--- src/verilog/ctrl_pkg.sv ---
package ctrl_pkg;

    // ------------------------------------------------------------------------
    // Bus widths and types
    // ------------------------------------------------------------------------
    localparam int DATA_W = 32;                          // Bus data width
    localparam int ADDR_W = 8;                           // Bus byte address width

    typedef logic [DATA_W-1:0] data_t;                   // One bus word
    typedef logic [ADDR_W-1:0] addr_t;                   // One bus address

    // ------------------------------------------------------------------------
    // Register map
    // ------------------------------------------------------------------------
    localparam addr_t ADDR_SP1        = 8'h00;           // Scratchpad 1
    localparam addr_t ADDR_SP2        = 8'h04;           // Scratchpad 2
    localparam addr_t ADDR_CLK_DIV    = 8'h08;           // Base divider
    localparam addr_t ADDR_OSC_PERIOD = 8'h0C;           // Last ref period
    localparam addr_t ADDR_OSC_EDGES  = 8'h10;           // Ref edge count, write clears
    localparam addr_t ADDR_VERSION    = 8'h14;           // Read only

    localparam data_t VERSION_ID    = 32'h0002_0104;     // Core version word
    localparam data_t UNMAPPED_DATA = 32'hDEAD_BEEF;     // Returned for holes in the map

    // ------------------------------------------------------------------------
    // Pulse generator
    // ------------------------------------------------------------------------
    localparam int DIV_W = 16;                           // Base divider width

    // 100 MHz / 500 gives the 200 kHz base strobe
    localparam logic [DIV_W-1:0] BASE_DIV_RESET = 16'd500;
    localparam logic [DIV_W-1:0] BASE_DIV_MIN   = 16'd2; // Shorter would stall the strobe

    localparam int DECADE   = 10;                        // 200k -> 20k -> 2k
    localparam int DECADE_W = $clog2(DECADE);            // Decade counter width

    // ------------------------------------------------------------------------
    // Watchdog
    // ------------------------------------------------------------------------
    localparam int WD_PULSES = 4;                        // 2 kHz strobes per toggle
    localparam int WD_W      = $clog2(WD_PULSES);        // Strobe counter width

endpackage
--- src/verilog/ctrl_top.sv ---
`timescale 1ns/1ps

module ctrl_top import ctrl_pkg::*; (
    input  logic  sys_clk,
    input  logic  rst,

    // Register bus
    input  addr_t opb_addr,
    input  data_t opb_wdata,
    input  logic  opb_we,
    input  logic  opb_re,
    output data_t opb_rdata,
    output logic  opb_rvalid,

    input  logic  ref_clk,                               // Reference for period counter
    output logic  wd_trig,                               // Watchdog kick
    output logic  dbg_clk_20khz,                         // Debug header
    output logic  dbg_clk_2khz                           // Debug header, also paces watchdog
);

    // ------------------------------------------------------------------------
    // Internal wiring
    // ------------------------------------------------------------------------
    logic             sp_we;                             // Decoder strobes
    logic             sp_sel;
    logic             div_we;
    logic             osc_clr;
    data_t            sp1;                               // Register values to decoder
    data_t            sp2;
    logic [DIV_W-1:0] base_div;
    data_t            osc_period;
    data_t            osc_edges;
    logic             pulse_200k;                        // Base strobe

    opb_decode u_decode (
        .sys_clk    (sys_clk),
        .rst        (rst),
        .opb_addr   (opb_addr),
        .opb_we     (opb_we),
        .opb_re     (opb_re),
        .sp1        (sp1),
        .sp2        (sp2),
        .base_div   (base_div),
        .osc_period (osc_period),
        .osc_edges  (osc_edges),
        .sp_we      (sp_we),
        .sp_sel     (sp_sel),
        .div_we     (div_we),
        .osc_clr    (osc_clr),
        .opb_rdata  (opb_rdata),
        .opb_rvalid (opb_rvalid)
    );

    pulse_gen u_pulse_gen (
        .sys_clk    (sys_clk),
        .rst        (rst),
        .div_we     (div_we),
        .opb_wdata  (opb_wdata),
        .base_div   (base_div),
        .pulse_200k (pulse_200k),
        .pulse_20k  (dbg_clk_20khz),
        .pulse_2k   (dbg_clk_2khz)
    );

    osc_counter u_osc_counter (
        .sys_clk    (sys_clk),
        .rst        (rst),
        .ref_clk    (ref_clk),
        .osc_clr    (osc_clr),
        .osc_period (osc_period),
        .osc_edges  (osc_edges)
    );

    scratch_pad u_scratch_pad (
        .sys_clk    (sys_clk),
        .rst        (rst),
        .sp_we      (sp_we),
        .sp_sel     (sp_sel),
        .opb_wdata  (opb_wdata),
        .sp1        (sp1),
        .sp2        (sp2)
    );

    watchdog u_watchdog (
        .sys_clk    (sys_clk),
        .rst        (rst),
        .pulse_2k   (dbg_clk_2khz),
        .wd_trig    (wd_trig)
    );

endmodule

--- src/verilog/watchdog.sv ---
`timescale 1ns/1ps

module watchdog import ctrl_pkg::*; (
    input  logic sys_clk,
    input  logic rst,
    input  logic pulse_2k,                               // Pacing strobe
    output logic wd_trig                                 // To external watchdog
);

    logic [WD_W-1:0] strobe_cnt;                         // 2 kHz strobes since last toggle
    logic            cnt_end;

    assign cnt_end = (strobe_cnt == WD_W'(WD_PULSES - 1));

    // Toggle every WD_PULSES strobes
    // a stalled pulse chain lets the external watchdog expire
    always_ff @(posedge sys_clk) begin
        if (rst) begin
            strobe_cnt <= '0;
            wd_trig    <= 1'b0;
        end else if (pulse_2k) begin
            if (cnt_end) begin
                strobe_cnt <= '0;
                wd_trig    <= !wd_trig;
            end else begin
                strobe_cnt <= strobe_cnt + 1'b1;
            end
        end
    end

endmodule

--- src/verilog/scratch_pad.sv ---
`timescale 1ns/1ps

module scratch_pad import ctrl_pkg::*; (
    input  logic  sys_clk,
    input  logic  rst,
    input  logic  sp_we,                                 // Write to either word
    input  logic  sp_sel,                                // 0 = sp1, 1 = sp2
    input  data_t opb_wdata,
    output data_t sp1,
    output data_t sp2
);

    // Two plain read/write words for bus sanity checks
    always_ff @(posedge sys_clk) begin
        if (rst) begin
            sp1 <= '0;
            sp2 <= '0;
        end else if (sp_we) begin
            if (sp_sel) begin
                sp2 <= opb_wdata;
            end else begin
                sp1 <= opb_wdata;
            end
        end
    end

endmodule

--- src/verilog/osc_counter.sv ---
`timescale 1ns/1ps

module osc_counter import ctrl_pkg::*; (
    input  logic  sys_clk,
    input  logic  rst,
    input  logic  ref_clk,                               // External 2 kHz reference, async
    input  logic  osc_clr,                               // Clears edge count
    output data_t osc_period,                            // Cycles between last two edges
    output data_t osc_edges                              // Rising edges seen
);

    logic  ref_meta;                                     // First synchronizer stage
    logic  ref_sync;                                     // Second synchronizer stage
    logic  ref_prev;                                     // For edge detect
    logic  ref_rise;
    data_t cycle_cnt;                                    // Cycles since last edge

    // ------------------------------------------------------------------------
    // Synchronizer and edge detect
    // ------------------------------------------------------------------------
    always_ff @(posedge sys_clk) begin
        if (rst) begin
            ref_meta <= 1'b0;
            ref_sync <= 1'b0;
            ref_prev <= 1'b0;
        end else begin
            ref_meta <= ref_clk;
            ref_sync <= ref_meta;
            ref_prev <= ref_sync;
        end
    end

    assign ref_rise = ref_sync && !ref_prev;             // Fixed latency after the pin

    // ------------------------------------------------------------------------
    // Period measurement
    // ------------------------------------------------------------------------
    // Count is 1 the cycle after an edge, so it equals the period at the next edge
    always_ff @(posedge sys_clk) begin
        if (rst) begin
            cycle_cnt  <= '0;
            osc_period <= '0;
        end else if (ref_rise) begin
            osc_period <= cycle_cnt;
            cycle_cnt  <= data_t'(1);
        end else if (cycle_cnt != '1) begin
            cycle_cnt  <= cycle_cnt + 1'b1;              // Saturate if reference stops
        end
    end

    // ------------------------------------------------------------------------
    // Edge count
    // ------------------------------------------------------------------------
    always_ff @(posedge sys_clk) begin
        if (rst || osc_clr) begin                        // Clear wins over a same-cycle edge
            osc_edges <= '0;
        end else if (ref_rise) begin
            osc_edges <= osc_edges + 1'b1;
        end
    end

endmodule

--- src/verilog/pulse_gen.sv ---
`timescale 1ns/1ps

module pulse_gen import ctrl_pkg::*; (
    input  logic             sys_clk,
    input  logic             rst,
    input  logic             div_we,                     // Divider write strobe
    input  data_t            opb_wdata,
    output logic [DIV_W-1:0] base_div,                   // Current divider
    output logic             pulse_200k,
    output logic             pulse_20k,
    output logic             pulse_2k
);

    logic [DIV_W-1:0]    wr_div;                         // Incoming divider, saturated
    logic [DIV_W-1:0]    wr_div_clamped;
    logic [DIV_W-1:0]    base_cnt;                       // Cycles within base period
    logic [DECADE_W-1:0] dec1_cnt;                       // 200k strobes within 20k period
    logic [DECADE_W-1:0] dec2_cnt;                       // 20k strobes within 2k period
    logic                base_end;
    logic                dec1_end;
    logic                dec2_end;

    // ------------------------------------------------------------------------
    // Divider register
    // ------------------------------------------------------------------------
    // Too large for DIV_W saturates, too small clamps up
    assign wr_div = (|opb_wdata[DATA_W-1:DIV_W]) ? '1 : opb_wdata[DIV_W-1:0];
    assign wr_div_clamped = (wr_div < BASE_DIV_MIN) ? BASE_DIV_MIN : wr_div;

    always_ff @(posedge sys_clk) begin
        if (rst) begin
            base_div <= BASE_DIV_RESET;
        end else if (div_we) begin
            base_div <= wr_div_clamped;
        end
    end

    // ------------------------------------------------------------------------
    // Strobe chain
    // ------------------------------------------------------------------------
    assign base_end = (base_cnt == base_div - 1'b1);     // Last cycle of base period
    assign dec1_end = (dec1_cnt == DECADE_W'(DECADE - 1));
    assign dec2_end = (dec2_cnt == DECADE_W'(DECADE - 1));

    always_ff @(posedge sys_clk) begin
        if (rst || div_we) begin                         // New divider restarts chain
            base_cnt   <= '0;
            dec1_cnt   <= '0;
            dec2_cnt   <= '0;
            pulse_200k <= 1'b0;
            pulse_20k  <= 1'b0;
            pulse_2k   <= 1'b0;
        end else begin
            pulse_200k <= base_end;
            pulse_20k  <= base_end && dec1_end;          // Aligned with a 200k strobe
            pulse_2k   <= base_end && dec1_end && dec2_end; // Aligned with a 20k strobe

            if (base_end) begin
                base_cnt <= '0;
                if (dec1_end) begin
                    dec1_cnt <= '0;
                    if (dec2_end) begin
                        dec2_cnt <= '0;
                    end else begin
                        dec2_cnt <= dec2_cnt + 1'b1;
                    end
                end else begin
                    dec1_cnt <= dec1_cnt + 1'b1;
                end
            end else begin
                base_cnt <= base_cnt + 1'b1;
            end
        end
    end

endmodule

--- src/verilog/opb_decode.sv ---
`timescale 1ns/1ps

module opb_decode import ctrl_pkg::*; (
    input  logic             sys_clk,
    input  logic             rst,

    // Bus from outside
    input  addr_t            opb_addr,
    input  logic             opb_we,                     // One-cycle write strobe
    input  logic             opb_re,                     // One-cycle read strobe

    // Register values from the blocks
    input  data_t            sp1,
    input  data_t            sp2,
    input  logic [DIV_W-1:0] base_div,
    input  data_t            osc_period,
    input  data_t            osc_edges,

    // Write strobes to the blocks
    output logic             sp_we,
    output logic             sp_sel,                     // 1 = scratchpad 2
    output logic             div_we,
    output logic             osc_clr,

    // Read return
    output data_t            opb_rdata,
    output logic             opb_rvalid
);

    data_t rd_mux;                                       // Selected read word

    // ------------------------------------------------------------------------
    // Write decode
    // ------------------------------------------------------------------------
    assign sp_sel  = (opb_addr == ADDR_SP2);
    assign sp_we   = opb_we && ((opb_addr == ADDR_SP1) || sp_sel);
    assign div_we  = opb_we && (opb_addr == ADDR_CLK_DIV);
    assign osc_clr = opb_we && (opb_addr == ADDR_OSC_EDGES); // Clear on any write

    // ------------------------------------------------------------------------
    // Read path
    // ------------------------------------------------------------------------
    always_comb begin
        case (opb_addr)
            ADDR_SP1:        rd_mux = sp1;
            ADDR_SP2:        rd_mux = sp2;
            ADDR_CLK_DIV:    rd_mux = {{(DATA_W-DIV_W){1'b0}}, base_div}; // Zero extend
            ADDR_OSC_PERIOD: rd_mux = osc_period;
            ADDR_OSC_EDGES:  rd_mux = osc_edges;
            ADDR_VERSION:    rd_mux = VERSION_ID;
            default:         rd_mux = UNMAPPED_DATA;
        endcase
    end

    // Data one cycle after the strobe, no wait states
    always_ff @(posedge sys_clk) begin
        if (rst) begin
            opb_rdata  <= '0;
            opb_rvalid <= 1'b0;
        end else begin
            opb_rvalid <= opb_re;                        // Exactly one cycle per read
            if (opb_re) begin
                opb_rdata <= rd_mux;                     // Hold until next read
            end
        end
    end

endmodule

--- config.mk ---
export PLATFORM = sky130hd
export DESIGN_NAME = ctrl_top
export DESIGN_NICKNAME = d
export VERILOG_FILES = /design/src/verilog/ctrl_pkg.sv /design/src/verilog/ctrl_top.sv /design/src/verilog/watchdog.sv /design/src/verilog/scratch_pad.sv /design/src/verilog/osc_counter.sv /design/src/verilog/pulse_gen.sv /design/src/verilog/opb_decode.sv
export SDC_FILE = /design/constraint.sdc
export NUM_CORES = 1
export LEC_CHECK = 0
export ABC_CLOCK_PERIOD_IN_PS = 4500
export CAP_MARGIN = 40
export CORE_ASPECT_RATIO = 1.1
export CORE_MARGIN = 10
export CORE_UTILIZATION = 30
export CTS_CLUSTER_DIAMETER = 30
export DETAILED_ROUTE_END_ITERATION = 6
export DONT_BUFFER_PORTS = 1
export PLACE_DENSITY = 0.44
export SLEW_MARGIN = 20
export SYNTH_ARGS = -nofsm -noshare
export SYNTH_HDL_FRONTEND = slang
export SYNTH_SLANG_ARGS = --single-unit
--- constraint.sdc ---
create_clock -name sys_clk -period 4.5 [get_ports sys_clk]
set_input_delay 0.9 -clock sys_clk [delete_from_list [all_inputs] [get_ports sys_clk]]
set_output_delay 0.9 -clock sys_clk [all_outputs]
set_load 0.02 [all_outputs]
======== Yosys cells after proc, flatten, opt, wreduce, memory -nomap -nowiden ========
Index checks and enable logic that the tools add are counted.
storage, ports and cells
  output and inout port bits .............. 36
  bits in registers ....................... 241
  input bits .............................. 45
operators by class
  eq/ne operators ......................... 10
  mux-type cells .......................... 8
  bitwise gates (word level) .............. 1
  reductions and logical operators ........ 20
  $add $sub $neg .......................... 7
  order comparisons ....................... 1
operators with widths
  operator                                                                number
  32-bit case mux with 6 select lines                                     1
  32-bit by 1-bit adder with 32-bit output (second input constant)        2
  16-bit 2-to-1 mux                                                       2
  32-bit inequality test (second input constant)                          1
  16-bit by 1-bit adder with 16-bit output (second input constant)        1
  16-bit equality test                                                    1
  8-bit by 4-bit equality test with 1-bit output (second input constant)  2
  8-bit by 5-bit equality test with 1-bit output (second input constant)  2
  16-bit by 2-bit < comparator with 1-bit output (second input constant)  1
  16-bit OR reduction                                                     1
  16-bit by 1-bit subtractor with 16-bit output (second input constant)   1
  4-bit by 1-bit adder with 4-bit output (second input constant)          2
  4-bit equality test (second input constant)                             2
  8-bit by 3-bit equality test with 1-bit output (second input constant)  1
  8-bit logical NOT                                                       1
  4-bit 2-to-1 mux                                                        2
  2-bit AND reduction                                                     4
  1-bit logical AND                                                       6
  2-bit OR reduction                                                      2
  1-bit logical OR                                                        3
  2-bit by 1-bit adder with 2-bit output (second input constant)          1
  2-bit equality test (second input constant)                             1
  1-bit logical NOT                                                       2
  1-bit 2-to-1 mux                                                        2
  other kinds (3)                                                         3

======== Logic depth before layout (Yosys ltp) ========
  depth in word-level cells ............... 4
  mapped depth ............................ 12

======== By module ========
A second synthesis with hierarchy kept.
unflattened totals
  cells, all modules ...................... 1363
  area total of the unflattened synthesis .. 11896.4 um^2
modules (own cells, without submodules)
  module       instances  sequential area each (um^2)  cells an instance  area each (um^2)
  osc_counter  1          1981.9                       513                4301.6
  scratch_pad  1          1281.2                       245                2656.3
  pulse_gen    1          860.8                        318                2558.7
  opb_decode   1          660.6                        275                2247.2
  watchdog     1          60.1                         12                 132.6

======== Worst setup path after synthesis ========
OpenSTA, ideal clock, no wires.
  path type ............................... input-to-reg
  start ................................... in opb_addr[5]
  end ..................................... reg u_decode.opb_rdata[10]
  path buffers ............................ 3
  stages .................................. 8
  setup slack ............................. 1.219 ns
  data arrival time ....................... 3.190 ns
  path through ............................ or3_1 clkbuf_1 or4_1 nor3_1 clkbuf_1 clkbuf_1 a22oi_1 a311oi_1
between the ends
  word-level cells in the longest chain between the ends .. 2
  elaborated cells on any way between the ends .. 7
RTL lines
  item                                                                    RTL line          text
  from (decl)                                                             ctrl_top.sv:8     input addr_t opb_addr,
  8-bit by 5-bit equality test with 1-bit output (tied with other cells)  opb_decode.sv:44  case (opb_addr)
  32-bit case mux with 6 select lines (*)                                 opb_decode.sv:44
  to (signal assigned)                                                    opb_decode.sv:63  opb_rdata <= rd_mux;
  to (decl)                                                               opb_decode.sv:26  output data_t opb_rdata,
Mark *: on every way between the ends. The rest lies on a longest branch, timed or not.
A chain may end at the register's enable or synchronous reset.

======== Worst setup path after layout ========
  start ................................... reg u_pulse_gen.base_div[2]
  end ..................................... reg u_pulse_gen.dec1_cnt[3]
between the ends
  word-level cells in the longest chain between the ends .. 2
RTL lines
  item                                           RTL line         text
  from (decl)                                    pulse_gen.sv:8   output logic [DIV_W-1:0] base_div,
  from (signal assigned)                         pulse_gen.sv:34  base_div <= wr_div_clamped;
  16-bit by 1-bit subtractor with 16-bit output  pulse_gen.sv:41  assign base_end = (base_cnt == base_div - 1'b1);
  16-bit equality test                           pulse_gen.sv:41
  to (signal assigned)                           pulse_gen.sv:68  dec1_cnt <= dec1_cnt + 1'b1;
  to (decl)                                      pulse_gen.sv:17  logic [DECADE_W-1:0] dec1_cnt;
No other way between the ends.

==> impl_metrics.csv <==
group,metric,value,unit
run_status,outcome,"complete, no violations",
synthesis,yosysMostFrequentCell,"nand2_1",
timing,fin_skew,17.6,ps
synthesis,syn_area_per_cell,8.10,um2
floorplanning,die_w,198,um
power,total_power,0.00680,W
global_routing,grt_max_degree,158,
setup_path,regToRegStartpoint,"u_pulse_gen.base_div[2]$_SDFFE_PP1P_",
setup_path,start_kind,"register",
worst_hold_path,hold_depth,1,
route,drtIter0Drc,706,
synthesis,yosysWarnings,0,
synthesis,ys.flop_type,"dfxtp_1",
synthesis,syn_area,10500,um2
synthesis,synth_edf_count,0,
setup_path,regToRegSetupSlack,1290,ps
timing,fmax,311,MHz
clocking,clock_path_buffers,3,
route,first_pass_iters,7,
clocking,clock_latency,560,ps
worst_hold_path,timing.hold.worst.class,"in -> reg",
clocking,cts_hold_buf,0,
timing,setup_slack,1290,ps
timing,finalHoldViolations,0,
timing,finalSetupViolations,0,
clocking,clockRootBuffer,"clkbuf_16",
global_routing,grt_pass1_vias,9069,
global_routing,grt_pass1_wl,53.6,mm
floorplanning,io_pins,81,
worst_hold_path,worstHoldStart,"rst",
timing,tightest_slew,831,ps
synthesis,synth_fp_nets,1347,
timing,period_needed,3210,ps
placed_design,place_ws,908,ps
floorplanning,core,34400,um2
setup_path,cp_max_fo,10,
cells_and_area,fin_nets,1353,
cells_and_area,final_layout_size_suffix_gt1_frac,0.107,
setup_path,worstRegToRegCells,7,
synthesis,ys_types,57,
worst_hold_path,holdPathEnd,"u_pulse_gen.base_div[3]$_SDFFE_PP0P_",
route,via_per_inst,5.23,
setup_path,reg2reg_to,"u_pulse_gen.dec1_cnt[3]$_SDFFE_PP0P_",
synthesis,synth-seq-cells,241,
synthesis,yosys-top-cells-count,"nand2_1 (257), dfxtp_1 (241), nor2_1 (151)",
route,vias,9391,
placed_design,dp_hpwl,23.3,mm
placed_design,dpl.cell_count,1671,
clocking,post_cts_buffers,0,
floorplanning,initial_core_util,0.306,
timing,finalMaxSlewViolations,0,
cells_and_area,antenna_cells,0,
timing,slew_headroom,0.441,
global_routing,antenna_found_initial,0,
power,power.density,518,nW/um2
synthesis,ys_async_sr_fraction,0,
setup_path,criticalPathCategory,"reg -> reg",
synthesis,synthTopCellsByArea,"dfxtp_1 (46%), nand2_1 (9.2%), a21oi_1 (6.3%), nor2_1 (5.4%), xor2_1 (3.9%)",
route,drc,0,
route,wire_per_inst,19.3,um
floorplanning,die_area,42900,um2
clocking,numCtsBuffers,67,
cells_and_area,area_growth_syn_to_layout,24.7,%
cells_and_area,nFillCells,3554,
synthesis,yosysTopAreaCell,"dfxtp_1",
global_routing,gr-total-overflow,0,
timing,period_share,0.714,
placed_design,gp_congestion,0.802,
global_routing,grt_use_total,0.159,
setup_path,arrival,3680,ps
cells_and_area,utilization,0.381,
power,p_leak,4.42,nW
floorplanning,die_h,216,um
synthesis,synthCells,1297,
power,vdd_drop_max,0.000274,V
setup_path,cp_data_required_time,4970,ps
route,routed_wl,34.6,mm
setup_path,end_kind,"register",
flow_run,max-cap-violations,0,
placed_design,io_buffer_count,0,
floorplanning,rows,71,
clocking,htreeDepth,3,
clocking,cts_num_sinks,241,
timing,rsz0062_at_grt,"false",
cells_and_area,fin_cells,1794,
synthesis,yosysTopAreaCellShare,0.459,
timing,fin_setup_tns,0,ps
clocking,post_cts_resized,0,
route,ant_nets,0,
synthesis,yosysSeqAreaShare,0.459,
clocking,clk_pin_slew,40,ps
clocking,cts_tree,"built",
[layout by cell type, fill, tap and decap left out, types with 6 or more instances in the layout]
cell       count
and2_1         6
nor2_1       151
nand2_1      257
a21oi_1      133
nor4_1        18
clkbuf_8      14
nand4_1       24
a211oi_1      15
nor2b_1        7
and4_1        10
nand3_1       29
mux2i_1        6
a31oi_1        8
a221oi_1      15
nand2b_1       6
xor2_1        47
or3_1          6
a311oi_1      15
buf_4         18
nor3_1        42
o21bai_1       7
dfxtp_1      241
and3_1        17
xnor2_1       43
a222oi_1      18
clkbuf_16     68
inv_1         12
clkinv_2      12
o21ai_0       12
clkbuf_1      14
a22oi_1       15
[critical path, stage by stage (launching register included)]
cell,delay [ps]
dfxtp_1,420
nor4_4,590
nand4_2,230
or3b_1,400
a31o_2,280
a2111o_1,500
or4_1,540
a31oi_1,160
[kinds of logic (layout without fill, tap and decap cells)]
| group | after synthesis | after routing | share of synthesized area |
|---|---|---|---|
| compound gates | 257 | 257 | 0.158 |
| simple gates | 602 | 602 | 0.262 |
| fa+ha+maj | 5 | 5 | 0.00595 |
| flops | 241 | 241 | 0.459 |
| buf+inv | 96 | 155 | 0.0346 |
| mux | 6 | 6 | 0.00571 |
| xor+xnor | 90 | 90 | 0.0750 |
[power breakdown]
group / switching (W) / internal (W)
combinational: 0.0000480 / 0.0000314
clock: 0.00140 / 0.00310
sequential: 0.0000501 / 0.00217
[final cells by class]
| class | instances | area [um2] | area share |
|---|---|---|---|
| well taps | 438 | 548 | 0.0418 |
| repair buffers | 20 | 161 | 0.0123 |
| multi-input cells | 960 | 5350 | 0.408 |
| clock buffers | 96 | 1950 | 0.148 |
| inverters | 13 | 48.8 | 0.00372 |
| clock inverters | 26 | 230 | 0.0176 |
| flip-flops and latches | 241 | 4820 | 0.368 |
[sequential cells by signal, indices dropped and copies added, names as in the netlist, 2 cells and up]
signal                    count
u_osc_counter.osc_period     32
u_osc_counter.cycle_cnt      32
u_watchdog.strobe_cnt         2
u_pulse_gen.base_div         16
u_scratch_pad.sp1            32
u_pulse_gen.dec1_cnt          4
u_pulse_gen.base_cnt         16
u_decode.opb_rdata           32
u_osc_counter.osc_edges      32
u_pulse_gen.dec2_cnt          4
u_scratch_pad.sp2            32
[routing by layer]
layer / part of all wire / wire length, um / global-route usage / vias to the layer above
met5: 0 / 0 / 0 / -
met2: 0.47 / 16300 / 0.256 / 256
li1: - / - / - / 4589
met3: 0.077 / 2680 / 0.0556 / 68
met4: 0.024 / 847 / 0.0547 / 0
met1: 0.43 / 14800 / 0.191 / 4478
[how the worst max path moves through the flow]
stage | slack (ps) | start | end | cells past startpoint
CTS | 1290 | u_pulse_gen.base_div[5]$_SDFFE_PP1P_ | u_pulse_gen.dec1_cnt[3]$_SDFFE_PP0P_ | 7
global route | 1060 | u_osc_counter.cycle_cnt[0]$_SDFFE_PP0P_ | u_osc_counter.cycle_cnt[20]$_SDFFE_PP0P_ | 8
floorplan | 1220 | opb_addr[5] | u_decode.opb_rdata[10]$_SDFFE_PP0P_ | 8
global placement | 920 | opb_addr[5] | u_scratch_pad.sp1[14]$_SDFFE_PP0P_ | 7
detailed placement | 910 | opb_addr[5] | u_scratch_pad.sp1[14]$_SDFFE_PP0P_ | 7
finish | 1290 | u_pulse_gen.base_div[2]$_SDFFE_PP1P_ | u_pulse_gen.dec1_cnt[3]$_SDFFE_PP0P_ | 7
[metrics by stage]
step	hold WS [ps]	instance area, um2
after floorplan	414	10500
after global placement	439	10900
after detailed placement	442	10900
after CTS	428	13100
after global routing	413	13100
final	440	13100
Note: power is estimated with default switching activity, not from simulation.
